### src/verilog/cic_cfg_pkg.sv
/*
  Numeric limits and widths of the CIC interpolator.
  The RTL checks its parameters against these limits and the testbench
  stays inside them when it picks a configuration.
*/
package cic_cfg_pkg;

  // input samples are signed two's complement.
  localparam int c_inp_width = 8;

  // parameter limits of the filter.
  localparam int c_max_order  = 4; // number of comb and integrator stages.
  localparam int c_max_factor = 8; // interpolation factor R.
  localparam int c_max_delay  = 2; // differential delay M.

  // bit growth of one stage at the largest R*M.
  localparam int c_stage_growth = $clog2(c_max_factor * c_max_delay);

  // One width serves every allowed configuration.
  // With it the wrapped arithmetic inside the filter still gives an exact result.
  localparam int c_acc_width = c_inp_width + c_max_order * c_stage_growth;

  // slot index within one frame of R fast cycles.
  localparam int c_slot_width = $clog2(c_max_factor);

endpackage

### src/verilog/cic_types_pkg.sv
/*
  Data types passed between the blocks of the CIC interpolator.
  Import next to the configuration package wherever these are needed.
*/
package cic_types_pkg;

  import cic_cfg_pkg::*;

  // one input sample from the low-rate source.
  typedef logic signed [c_inp_width-1:0] cic_in_t;

  // internal word, all sums wrap modulo 2**c_acc_width.
  typedef logic signed [c_acc_width-1:0] cic_acc_t;

  // frame timing from the rate generator.
  typedef struct packed {
    logic                    req;  // one-cycle sample request.
    logic [c_slot_width-1:0] slot; // position in the frame, 0 to R-1.
  } cic_tick_t;

  // comb chain result with its strobe.
  typedef struct packed {
    logic     valid; // high in the cycle after a new sample was taken.
    cic_acc_t data;
  } cic_stage_t;

endpackage

### src/verilog/cic_rate_gen.sv
/*
  Frame timing of the interpolator. Counts fast cycles modulo the
  interpolation factor and requests a new input sample in the last
  slot of every frame.
*/
`timescale 1ns/10ps

module cic_rate_gen
  import cic_cfg_pkg::*, cic_types_pkg::*;
#(
  parameter int p_factor = 4
) (
  input  logic      i_clk,
  input  logic      i_rst,
  input  logic      i_ena,
  output cic_tick_t o_tick
);

  localparam logic [c_slot_width-1:0] c_last_slot = c_slot_width'(p_factor - 1);

  logic [c_slot_width-1:0] slot_q;

  always_ff @(posedge i_clk)
  begin
    if (i_rst)
      slot_q <= '0;
    else if (i_ena)
    begin
      if (slot_q == c_last_slot)
        slot_q <= '0; // frame wraps after R-1.
      else
        slot_q <= slot_q + 1'b1;
    end
  end

  // the request is only raised in an enabled cycle, so a hold suppresses it.
  assign o_tick.req  = i_ena && (slot_q == c_last_slot);
  assign o_tick.slot = slot_q;

  a_req_single: assert property (@(posedge i_clk) disable iff (i_rst)
    o_tick.req |=> !o_tick.req)
    else $error("sample request held for more than one cycle.");

  a_factor_range: assert property (@(posedge i_clk)
    (p_factor >= 2) && (p_factor <= c_max_factor))
    else $error("interpolation factor out of range.");

endmodule

### src/verilog/cic_comb_chain.sv
/*
  Low-rate comb section of the interpolator. Each stage subtracts the
  value it saw M samples earlier; the delay lines move only when a
  sample is requested, and the last difference is registered out.
*/
`timescale 1ns/10ps

module cic_comb_chain
  import cic_cfg_pkg::*, cic_types_pkg::*;
#(
  parameter int p_order = 3,
  parameter int p_delay = 1
) (
  input  logic       i_clk,
  input  logic       i_rst,
  input  logic       i_ena,
  input  logic       i_req,
  input  cic_in_t    i_data,
  output cic_stage_t o_comb
);

  localparam int c_fill_width = c_acc_width - c_inp_width;

  cic_acc_t   dly_q [p_order][p_delay]; // index 0 holds the newest value.
  cic_acc_t   stage_in [p_order];
  cic_acc_t   diff_out;
  cic_stage_t comb_q;

  always_comb
  begin
    cic_acc_t run;
    run = {{c_fill_width{i_data[c_inp_width-1]}}, i_data}; // sign extension.
    for (int k = 0; k < p_order; k++)
    begin
      stage_in[k] = run;
      run = run - dly_q[k][p_delay-1]; // wraps at accumulator width.
    end
    diff_out = run;
  end

  always_ff @(posedge i_clk)
  begin
    if (i_rst)
    begin
      for (int k = 0; k < p_order; k++)
      begin
        for (int j = 0; j < p_delay; j++)
          dly_q[k][j] <= '0;
      end
      comb_q <= '0;
    end
    else if (i_ena)
    begin
      comb_q.valid <= i_req;
      if (i_req)
      begin
        for (int k = 0; k < p_order; k++)
        begin
          dly_q[k][0] <= stage_in[k];
          for (int j = 1; j < p_delay; j++)
            dly_q[k][j] <= dly_q[k][j-1];
        end
        comb_q.data <= diff_out; // held until the next request.
      end
    end
  end

  assign o_comb = comb_q;

  a_param_range: assert property (@(posedge i_clk)
    (p_order >= 1) && (p_order <= c_max_order) &&
    (p_delay >= 1) && (p_delay <= c_max_delay))
    else $error("comb order or differential delay out of range.");

endmodule

### src/verilog/cic_zero_stuff.sv
/*
  Upsampler of the interpolator. Places the held comb result into one
  slot of each frame, chosen by the phase parameter, and zeros into the
  remaining R-1 slots.
*/
`timescale 1ns/10ps

module cic_zero_stuff
  import cic_cfg_pkg::*, cic_types_pkg::*;
#(
  parameter int p_phase = 0
) (
  input  logic                    i_clk,
  input  logic                    i_rst,
  input  logic                    i_ena,
  input  logic [c_slot_width-1:0] i_slot,
  input  cic_stage_t              i_comb,
  output cic_acc_t                o_data
);

  localparam logic [c_slot_width-1:0] c_phase_slot = c_slot_width'(p_phase);

  cic_acc_t stuffed_q;

  always_ff @(posedge i_clk)
  begin
    if (i_rst)
      stuffed_q <= '0;
    else if (i_ena)
    begin
      // only the phase slot passes the comb value.
      if (i_slot == c_phase_slot)
        stuffed_q <= i_comb.data;
      else
        stuffed_q <= '0;
    end
  end

  assign o_data = stuffed_q;

  // A fresh comb result always lands at the start of a frame.
  a_valid_slot: assert property (@(posedge i_clk) disable iff (i_rst)
    i_comb.valid |-> (i_slot == '0))
    else $error("comb result not aligned to the frame start.");

  a_zero_slots: assert property (@(posedge i_clk) disable iff (i_rst)
    (o_data != '0) && $past(i_ena) |-> ($past(i_slot) == c_phase_slot))
    else $error("nonzero value outside the phase slot.");

endmodule

### src/verilog/cic_integrator_chain.sv
/*
  Fast-rate integrator section of the interpolator. A cascade of
  running sums fed by the zero-stuffed stream; the sum of the last stage
  is the registered filter output.
*/
`timescale 1ns/10ps

module cic_integrator_chain
  import cic_types_pkg::*;
#(
  parameter int p_order = 3
) (
  input  logic     i_clk,
  input  logic     i_rst,
  input  logic     i_ena,
  input  cic_acc_t i_data,
  output cic_acc_t o_data
);

  cic_acc_t acc_q [p_order]; // one accumulator per stage.
  cic_acc_t sum [p_order];

  // each stage adds the new sum of the stage before it to its own register.
  always_comb
  begin
    cic_acc_t run;
    run = i_data;
    for (int k = 0; k < p_order; k++)
    begin
      run = run + acc_q[k]; // overflow wraps and cancels in the final result.
      sum[k] = run;
    end
  end

  always_ff @(posedge i_clk)
  begin
    if (i_rst)
    begin
      for (int k = 0; k < p_order; k++)
        acc_q[k] <= '0;
    end
    else if (i_ena)
    begin
      for (int k = 0; k < p_order; k++)
        acc_q[k] <= sum[k];
    end
  end

  // The last accumulator doubles as the output register.
  // o_data therefore follows i_data one edge later.
  assign o_data = acc_q[p_order-1];

endmodule

### src/verilog/cic_interp_top.sv
/*
  CIC interpolation filter. Requests one signed sample every R fast
  cycles and delivers one filtered sample per enabled cycle. i_ena low
  freezes the whole filter.
*/
`timescale 1ns/10ps

module cic_interp_top
  import cic_types_pkg::*;
#(
  parameter int p_order  = 3,
  parameter int p_factor = 4,
  parameter int p_delay  = 1,
  parameter int p_phase  = 0
) (
  input  logic     i_clk,
  input  logic     i_rst,
  input  logic     i_ena,
  input  cic_in_t  i_data,
  output logic     o_sample_req,
  output cic_acc_t o_data
);

  cic_tick_t  tick;
  cic_stage_t comb_out;
  cic_acc_t   stuffed;

  cic_rate_gen #(
    .p_factor (p_factor)
  ) cic_rate_gen_i (
    .i_clk  (i_clk),
    .i_rst  (i_rst),
    .i_ena  (i_ena),
    .o_tick (tick)
  );

  // the source answers each request in the same cycle.
  assign o_sample_req = tick.req;

  cic_comb_chain #(
    .p_order (p_order),
    .p_delay (p_delay)
  ) cic_comb_chain_i (
    .i_clk  (i_clk),
    .i_rst  (i_rst),
    .i_ena  (i_ena),
    .i_req  (tick.req),
    .i_data (i_data),
    .o_comb (comb_out)
  );

  cic_zero_stuff #(
    .p_phase (p_phase)
  ) cic_zero_stuff_i (
    .i_clk  (i_clk),
    .i_rst  (i_rst),
    .i_ena  (i_ena),
    .i_slot (tick.slot),
    .i_comb (comb_out),
    .o_data (stuffed)
  );

  cic_integrator_chain #(
    .p_order (p_order)
  ) cic_integrator_chain_i (
    .i_clk  (i_clk),
    .i_rst  (i_rst),
    .i_ena  (i_ena),
    .i_data (stuffed),
    .o_data (o_data)
  );

endmodule

### config.mk
export PLATFORM = sky130hd
export DESIGN_NAME = cic_interp_top
export DESIGN_NICKNAME = d
export VERILOG_FILES = /design/src/verilog/cic_cfg_pkg.sv /design/src/verilog/cic_types_pkg.sv /design/src/verilog/cic_rate_gen.sv /design/src/verilog/cic_comb_chain.sv /design/src/verilog/cic_zero_stuff.sv /design/src/verilog/cic_integrator_chain.sv /design/src/verilog/cic_interp_top.sv
export SDC_FILE = /design/constraint.sdc
export NUM_CORES = 1
export LEC_CHECK = 0
export BUFFER_PORTS_ARGS = -buffer_cell sky130_fd_sc_hd__buf_4
export CAP_MARGIN = 10
export CORE_UTILIZATION = 54
export CTS_CLUSTER_DIAMETER = 100
export CTS_CLUSTER_SIZE = 20
export DETAILED_ROUTE_END_ITERATION = 10
export PLACE_DENSITY = 0.76
export SLEW_MARGIN = 10
export SYNTH_ARGS = -nofsm -noshare
export SYNTH_HDL_FRONTEND = slang
export SYNTH_SLANG_ARGS = --single-unit
### constraint.sdc
create_clock -name i_clk -period 8.36 [get_ports i_clk]
set_input_delay 0.836 -clock i_clk [delete_from_list [all_inputs] [get_ports i_clk]]
set_output_delay 0.836 -clock i_clk [all_outputs]
set_load 0.05 [all_outputs]
==> flow_metrics.py <==
metrics = {
    "placement": {
        "pre_cts_slack_ns": 1.51,
        "total_cell_area_at_the_placement_stage_sq_mm": 0.0125,
        "dp_hpwl_um": 16200,
        "gp_congestion": 0.913,
        "dpl.cell_count": 1503,
        "placement.io_buffers": 35,
    },
    "yosys": {
        "synth_area_leader_cell": "sky130_fd_sc_hd__edfxtp_1",
        "synth-warning-count": 0,
        "syn-num-nets": 1378,
        "synth.top_cells.by_count": "sky130_fd_sc_hd__edfxtp_1 (127), sky130_fd_sc_hd__ha_1 (126), sky130_fd_sc_hd__a21oi_1 (89)",
        "synth_area_leaders": "sky130_fd_sc_hd__edfxtp_1 (31%), sky130_fd_sc_hd__ha_1 (13%), sky130_fd_sc_hd__dfxtp_1 (8.4%)",
        "synthMostInstantiatedCell": "sky130_fd_sc_hd__edfxtp_1",
        "synth-seq-cells": 178,
        "syn-mean-instance-area_sq_um": 9.84,
        "syn_inst": 1233,
        "post_synth_instance_area_sq_mm": 0.0121,
        "netlist-cell-type-count": 66,
        "asyncSetResetFlopFracSynth_pct": 0,
        "synth_seq_area_share_pct": 39.8,
        "post-synth-top-area-fraction_pct": 31.4,
        "yosys_most_used_dff": "sky130_fd_sc_hd__edfxtp_1",
        "synth_enable_flop_cells": 127,
    },
    "finish": {
        "n_fill_cell": 1818,
        "final_layout_size_suffix_gt1_share_pct": 7.33,
        "area.growth.synth_to_final_pct": 8.24,
        "multi_input_area_sq_mm": 0.00669,
        "fin_nets": 1387,
        "final_core_utilization_pct": 59.8,
        "register_area_sq_mm": 0.00483,
        "antenna_cells_inserted": 0,
        "post-route-cell-area_sq_mm": 0.0131,
        "count_of_placed_standard_cells_in_the_final_layout_fillers_left_out": 1535,
    },
    "detailed_routing": {
        "first_iter_violations": 426,
        "finalWirelength_um": 23400,
        "router_iterations_before_antenna_repair": 5,
        "detail_route.vias_per_cell": 5.72,
        "drt_wl_cell_um": 15.2,
        "drt_drc_violations_left": 0,
        "antenna_violating_nets_post_route": 0,
        "routed_via_count": 8779,
    },
    "pwr": {
        "p_switching_mw": 1.03,
        "totalPowerFinal_mw": 2.99,
        "cell_internal_pwr_mw": 1.96,
        "seq_power_share_pct": 34.6,
        "power.clock.fraction_pct": 27.8,
        "power.ir.vdd_worst_uv": 136,
        "static-leakage-power_nw": 5.97,
        "power-per-cell-area_mw_per_mm2": 227,
        "switching_share_pct": 34.5,
        "pwr-share-comb_pct": 37.6,
    },
    "floorplanning": {
        "fp.dieW_um": 152,
        "floorplan.die_area_sq_mm": 0.0231,
        "core_area_sq_mm": 0.0220,
        "rows": 54,
        "io-pin-count": 36,
        "start_util_pct": 55.3,
        "die_y_um": 152,
    },
    "cts": {
        "cts_hold_repair.buffers": 0,
        "postCtsSetupBuffers": 0,
        "cts-htree-levels": 4,
        "cts_tree": "done",
        "clk_latency_ns": 0.43,
        "number_of_cts_inserted_buffers": 17,
        "clock_tree.buffer_depth": 2,
        "clockRootBuffer": "sky130_fd_sc_hd__clkbuf_16",
        "cts.repair.resized": 0,
        "clk_pin_slew_ns": 0.07,
        "clock_sink_count": 178,
    },
    "sta": {
        "clock.fmax_mhz": 153,
        "tightestPinTransition_ns": 1.14,
        "rsz_0062_raised_after_global_routing": "no",
        "report.final.setup_viol": 0,
        "report.final.hold_viol_count": 0,
        "hold-worst-slack_ns": 0.456,
        "finalCriticalPeriod_ns": 6.53,
        "tns_ns": 0,
        "maxSlewViolCount": 0,
        "final_worst_path_cycle_share_pct": 78.2,
        "timing.max_slew.rel_slack_pct": 23.7,
        "worst_clock_skew_ns": 0.0107,
        "postLayoutSetupSlackWorst_ns": 1.83,
    },
    "critical_path": {
        "worstReg2RegEnd": "cic_integrator_chain_i.acc_q[0][71]",
        "critical-path-slowest-cell": "sky130_fd_sc_hd__fa_1",
        "reg2reg_from": "cic_integrator_chain_i.acc_q[0][0]",
        "timing.reg2reg.setup_slack_ns": 1.83,
        "critical_path.startpoint_type": "register",
        "setup.worst_path.class": "reg -> reg",
        "r2r.worst_path.cells": 28,
        "worst-endpoint-required_ns": 8.54,
        "critical_path_arrival_ns": 6.72,
        "critPathLaunch": "cic_integrator_chain_i.acc_q[0][0]",
        "worst-path-max-fanout": 4,
        "critPathCapture": "cic_integrator_chain_i.acc_q[0][71]",
        "cp_slowest_stage_delay_ns": 0.41,
        "timing.critical_path.to_type": "register",
    },
    "global_routing": {
        "maximum_number_of_pins_on_one_net_before_global_route_repair": 73,
        "gr-usage-all-layers_pct": 20.7,
        "grt_util_met1_pct": 27.1,
        "wire_length_of_the_first_global_routing_pass_um": 39600,
        "vias_in_the_first_global_route": 8570,
        "overflow": 0,
        "antenna_found_initial": 0,
        "grt_most_used_layer": "met2",
        "met3_usage_pct": 3.17,
        "met2_usage_pct": 35.8,
    },
    "run_status": {
        "outcome": "finished clean",
    },
    "hold_path": {
        "hp-class": "reg -> reg",
    },
    "flow_run": {
        "max_cap_violations": 0,
    },
}
worst min-delay path by stage:
| stage | from | endpoint | slack, ns | depth (start not counted) |
|---|---|---|---|---|
| after floorplan | cic_comb_chain_i.o_comb[23] | cic_comb_chain_i.o_comb[23] | 0.43 | 2 |
| after global placement | cic_comb_chain_i.o_comb[19] | cic_comb_chain_i.o_comb[19] | 0.44 | 2 |
| after detailed placement | cic_comb_chain_i.o_comb[12] | cic_comb_chain_i.o_comb[12] | 0.45 | 2 |
| after CTS | cic_comb_chain_i.o_comb[12] | cic_comb_chain_i.o_comb[12] | 0.46 | 2 |
| after global routing | cic_comb_chain_i.o_comb[12] | cic_zero_stuff_i.o_data[12] | 0.49 | 1 |
| final | cic_comb_chain_i.o_comb[12] | cic_comb_chain_i.o_comb[12] | 0.46 | 2 |
flip-flops by register name, summed over array words and instances, names as in the netlist:
name	cells
cic_comb_chain_i.dly_q	55
cic_rate_gen_i.slot_q	3
cic_integrator_chain_i.acc_q	72
cic_zero_stuff_i.o_data	24
cic_comb_chain_i.o_comb	24
placed cells by master, fill, tap and decap left out, types with 51 or more instances in the layout:
cell and n:
sky130_fd_sc_hd__xnor2_1 67, sky130_fd_sc_hd__inv_1 85, sky130_fd_sc_hd__nor2_1 76, sky130_fd_sc_hd__dfxtp_1 51, sky130_fd_sc_hd__a21oi_1 89, sky130_fd_sc_hd__nand2_1 74, sky130_fd_sc_hd__and2_1 75, sky130_fd_sc_hd__o21ai_0 58
sky130_fd_sc_hd__edfxtp_1 127, sky130_fd_sc_hd__ha_1 126
cell type report:
class,count,area share [%]
Multi-Input combinational cell,917,51.0
Tap cell,280,2.67
Inverter,87,2.49
Timing Repair Buffer,41,2.34
Clock buffer,27,4.48
Clock inverter,5,0.248
Sequential cell,178,36.8
metal layers:
metal / up-vias / wire, um
li1: 4419 / -
met1: 4219 / 11100
met2: 121 / 11300
met3: 20 / 664
met4: 0 / 237
met5: - / 0
power groups by stage:
stage | Sequential, mW | Clock [mW] | Combinational, mW
final | 1.03 | 0.831 | 1.12
after global routing | 1.04 | 0.874 | 1.25
after CTS | 1.03 | 0.840 | 1.12
after detailed placement | 1.05 | 0 | 1.10
after global placement | 1.05 | 0 | 1.08
after floorplan | 1.04 | 0 | 0.915
critical path, delay by kind of cell (launching register included):
family          cells  cell delay, ns
compound gates     16            3.34
flops               1            0.37
simple gates        4            0.62
mux                 2            0.32
xor+xnor            2            0.34
fa+ha+maj           4            1.29
cell families (layout without fill, tap and decap cells):
logic type | count (synthesis) | count (layout) | synth area share, %
compound gates | 325 | 325 | 17.8
xor+xnor | 105 | 105 | 7.69
fa+ha+maj | 134 | 134 | 14.3
buf+inv | 138 | 160 | 5.01
flops | 178 | 178 | 39.8
mux | 7 | 7 | 0.578
simple gates | 346 | 346 | 14.8
(Power assumes the default switching activity.)
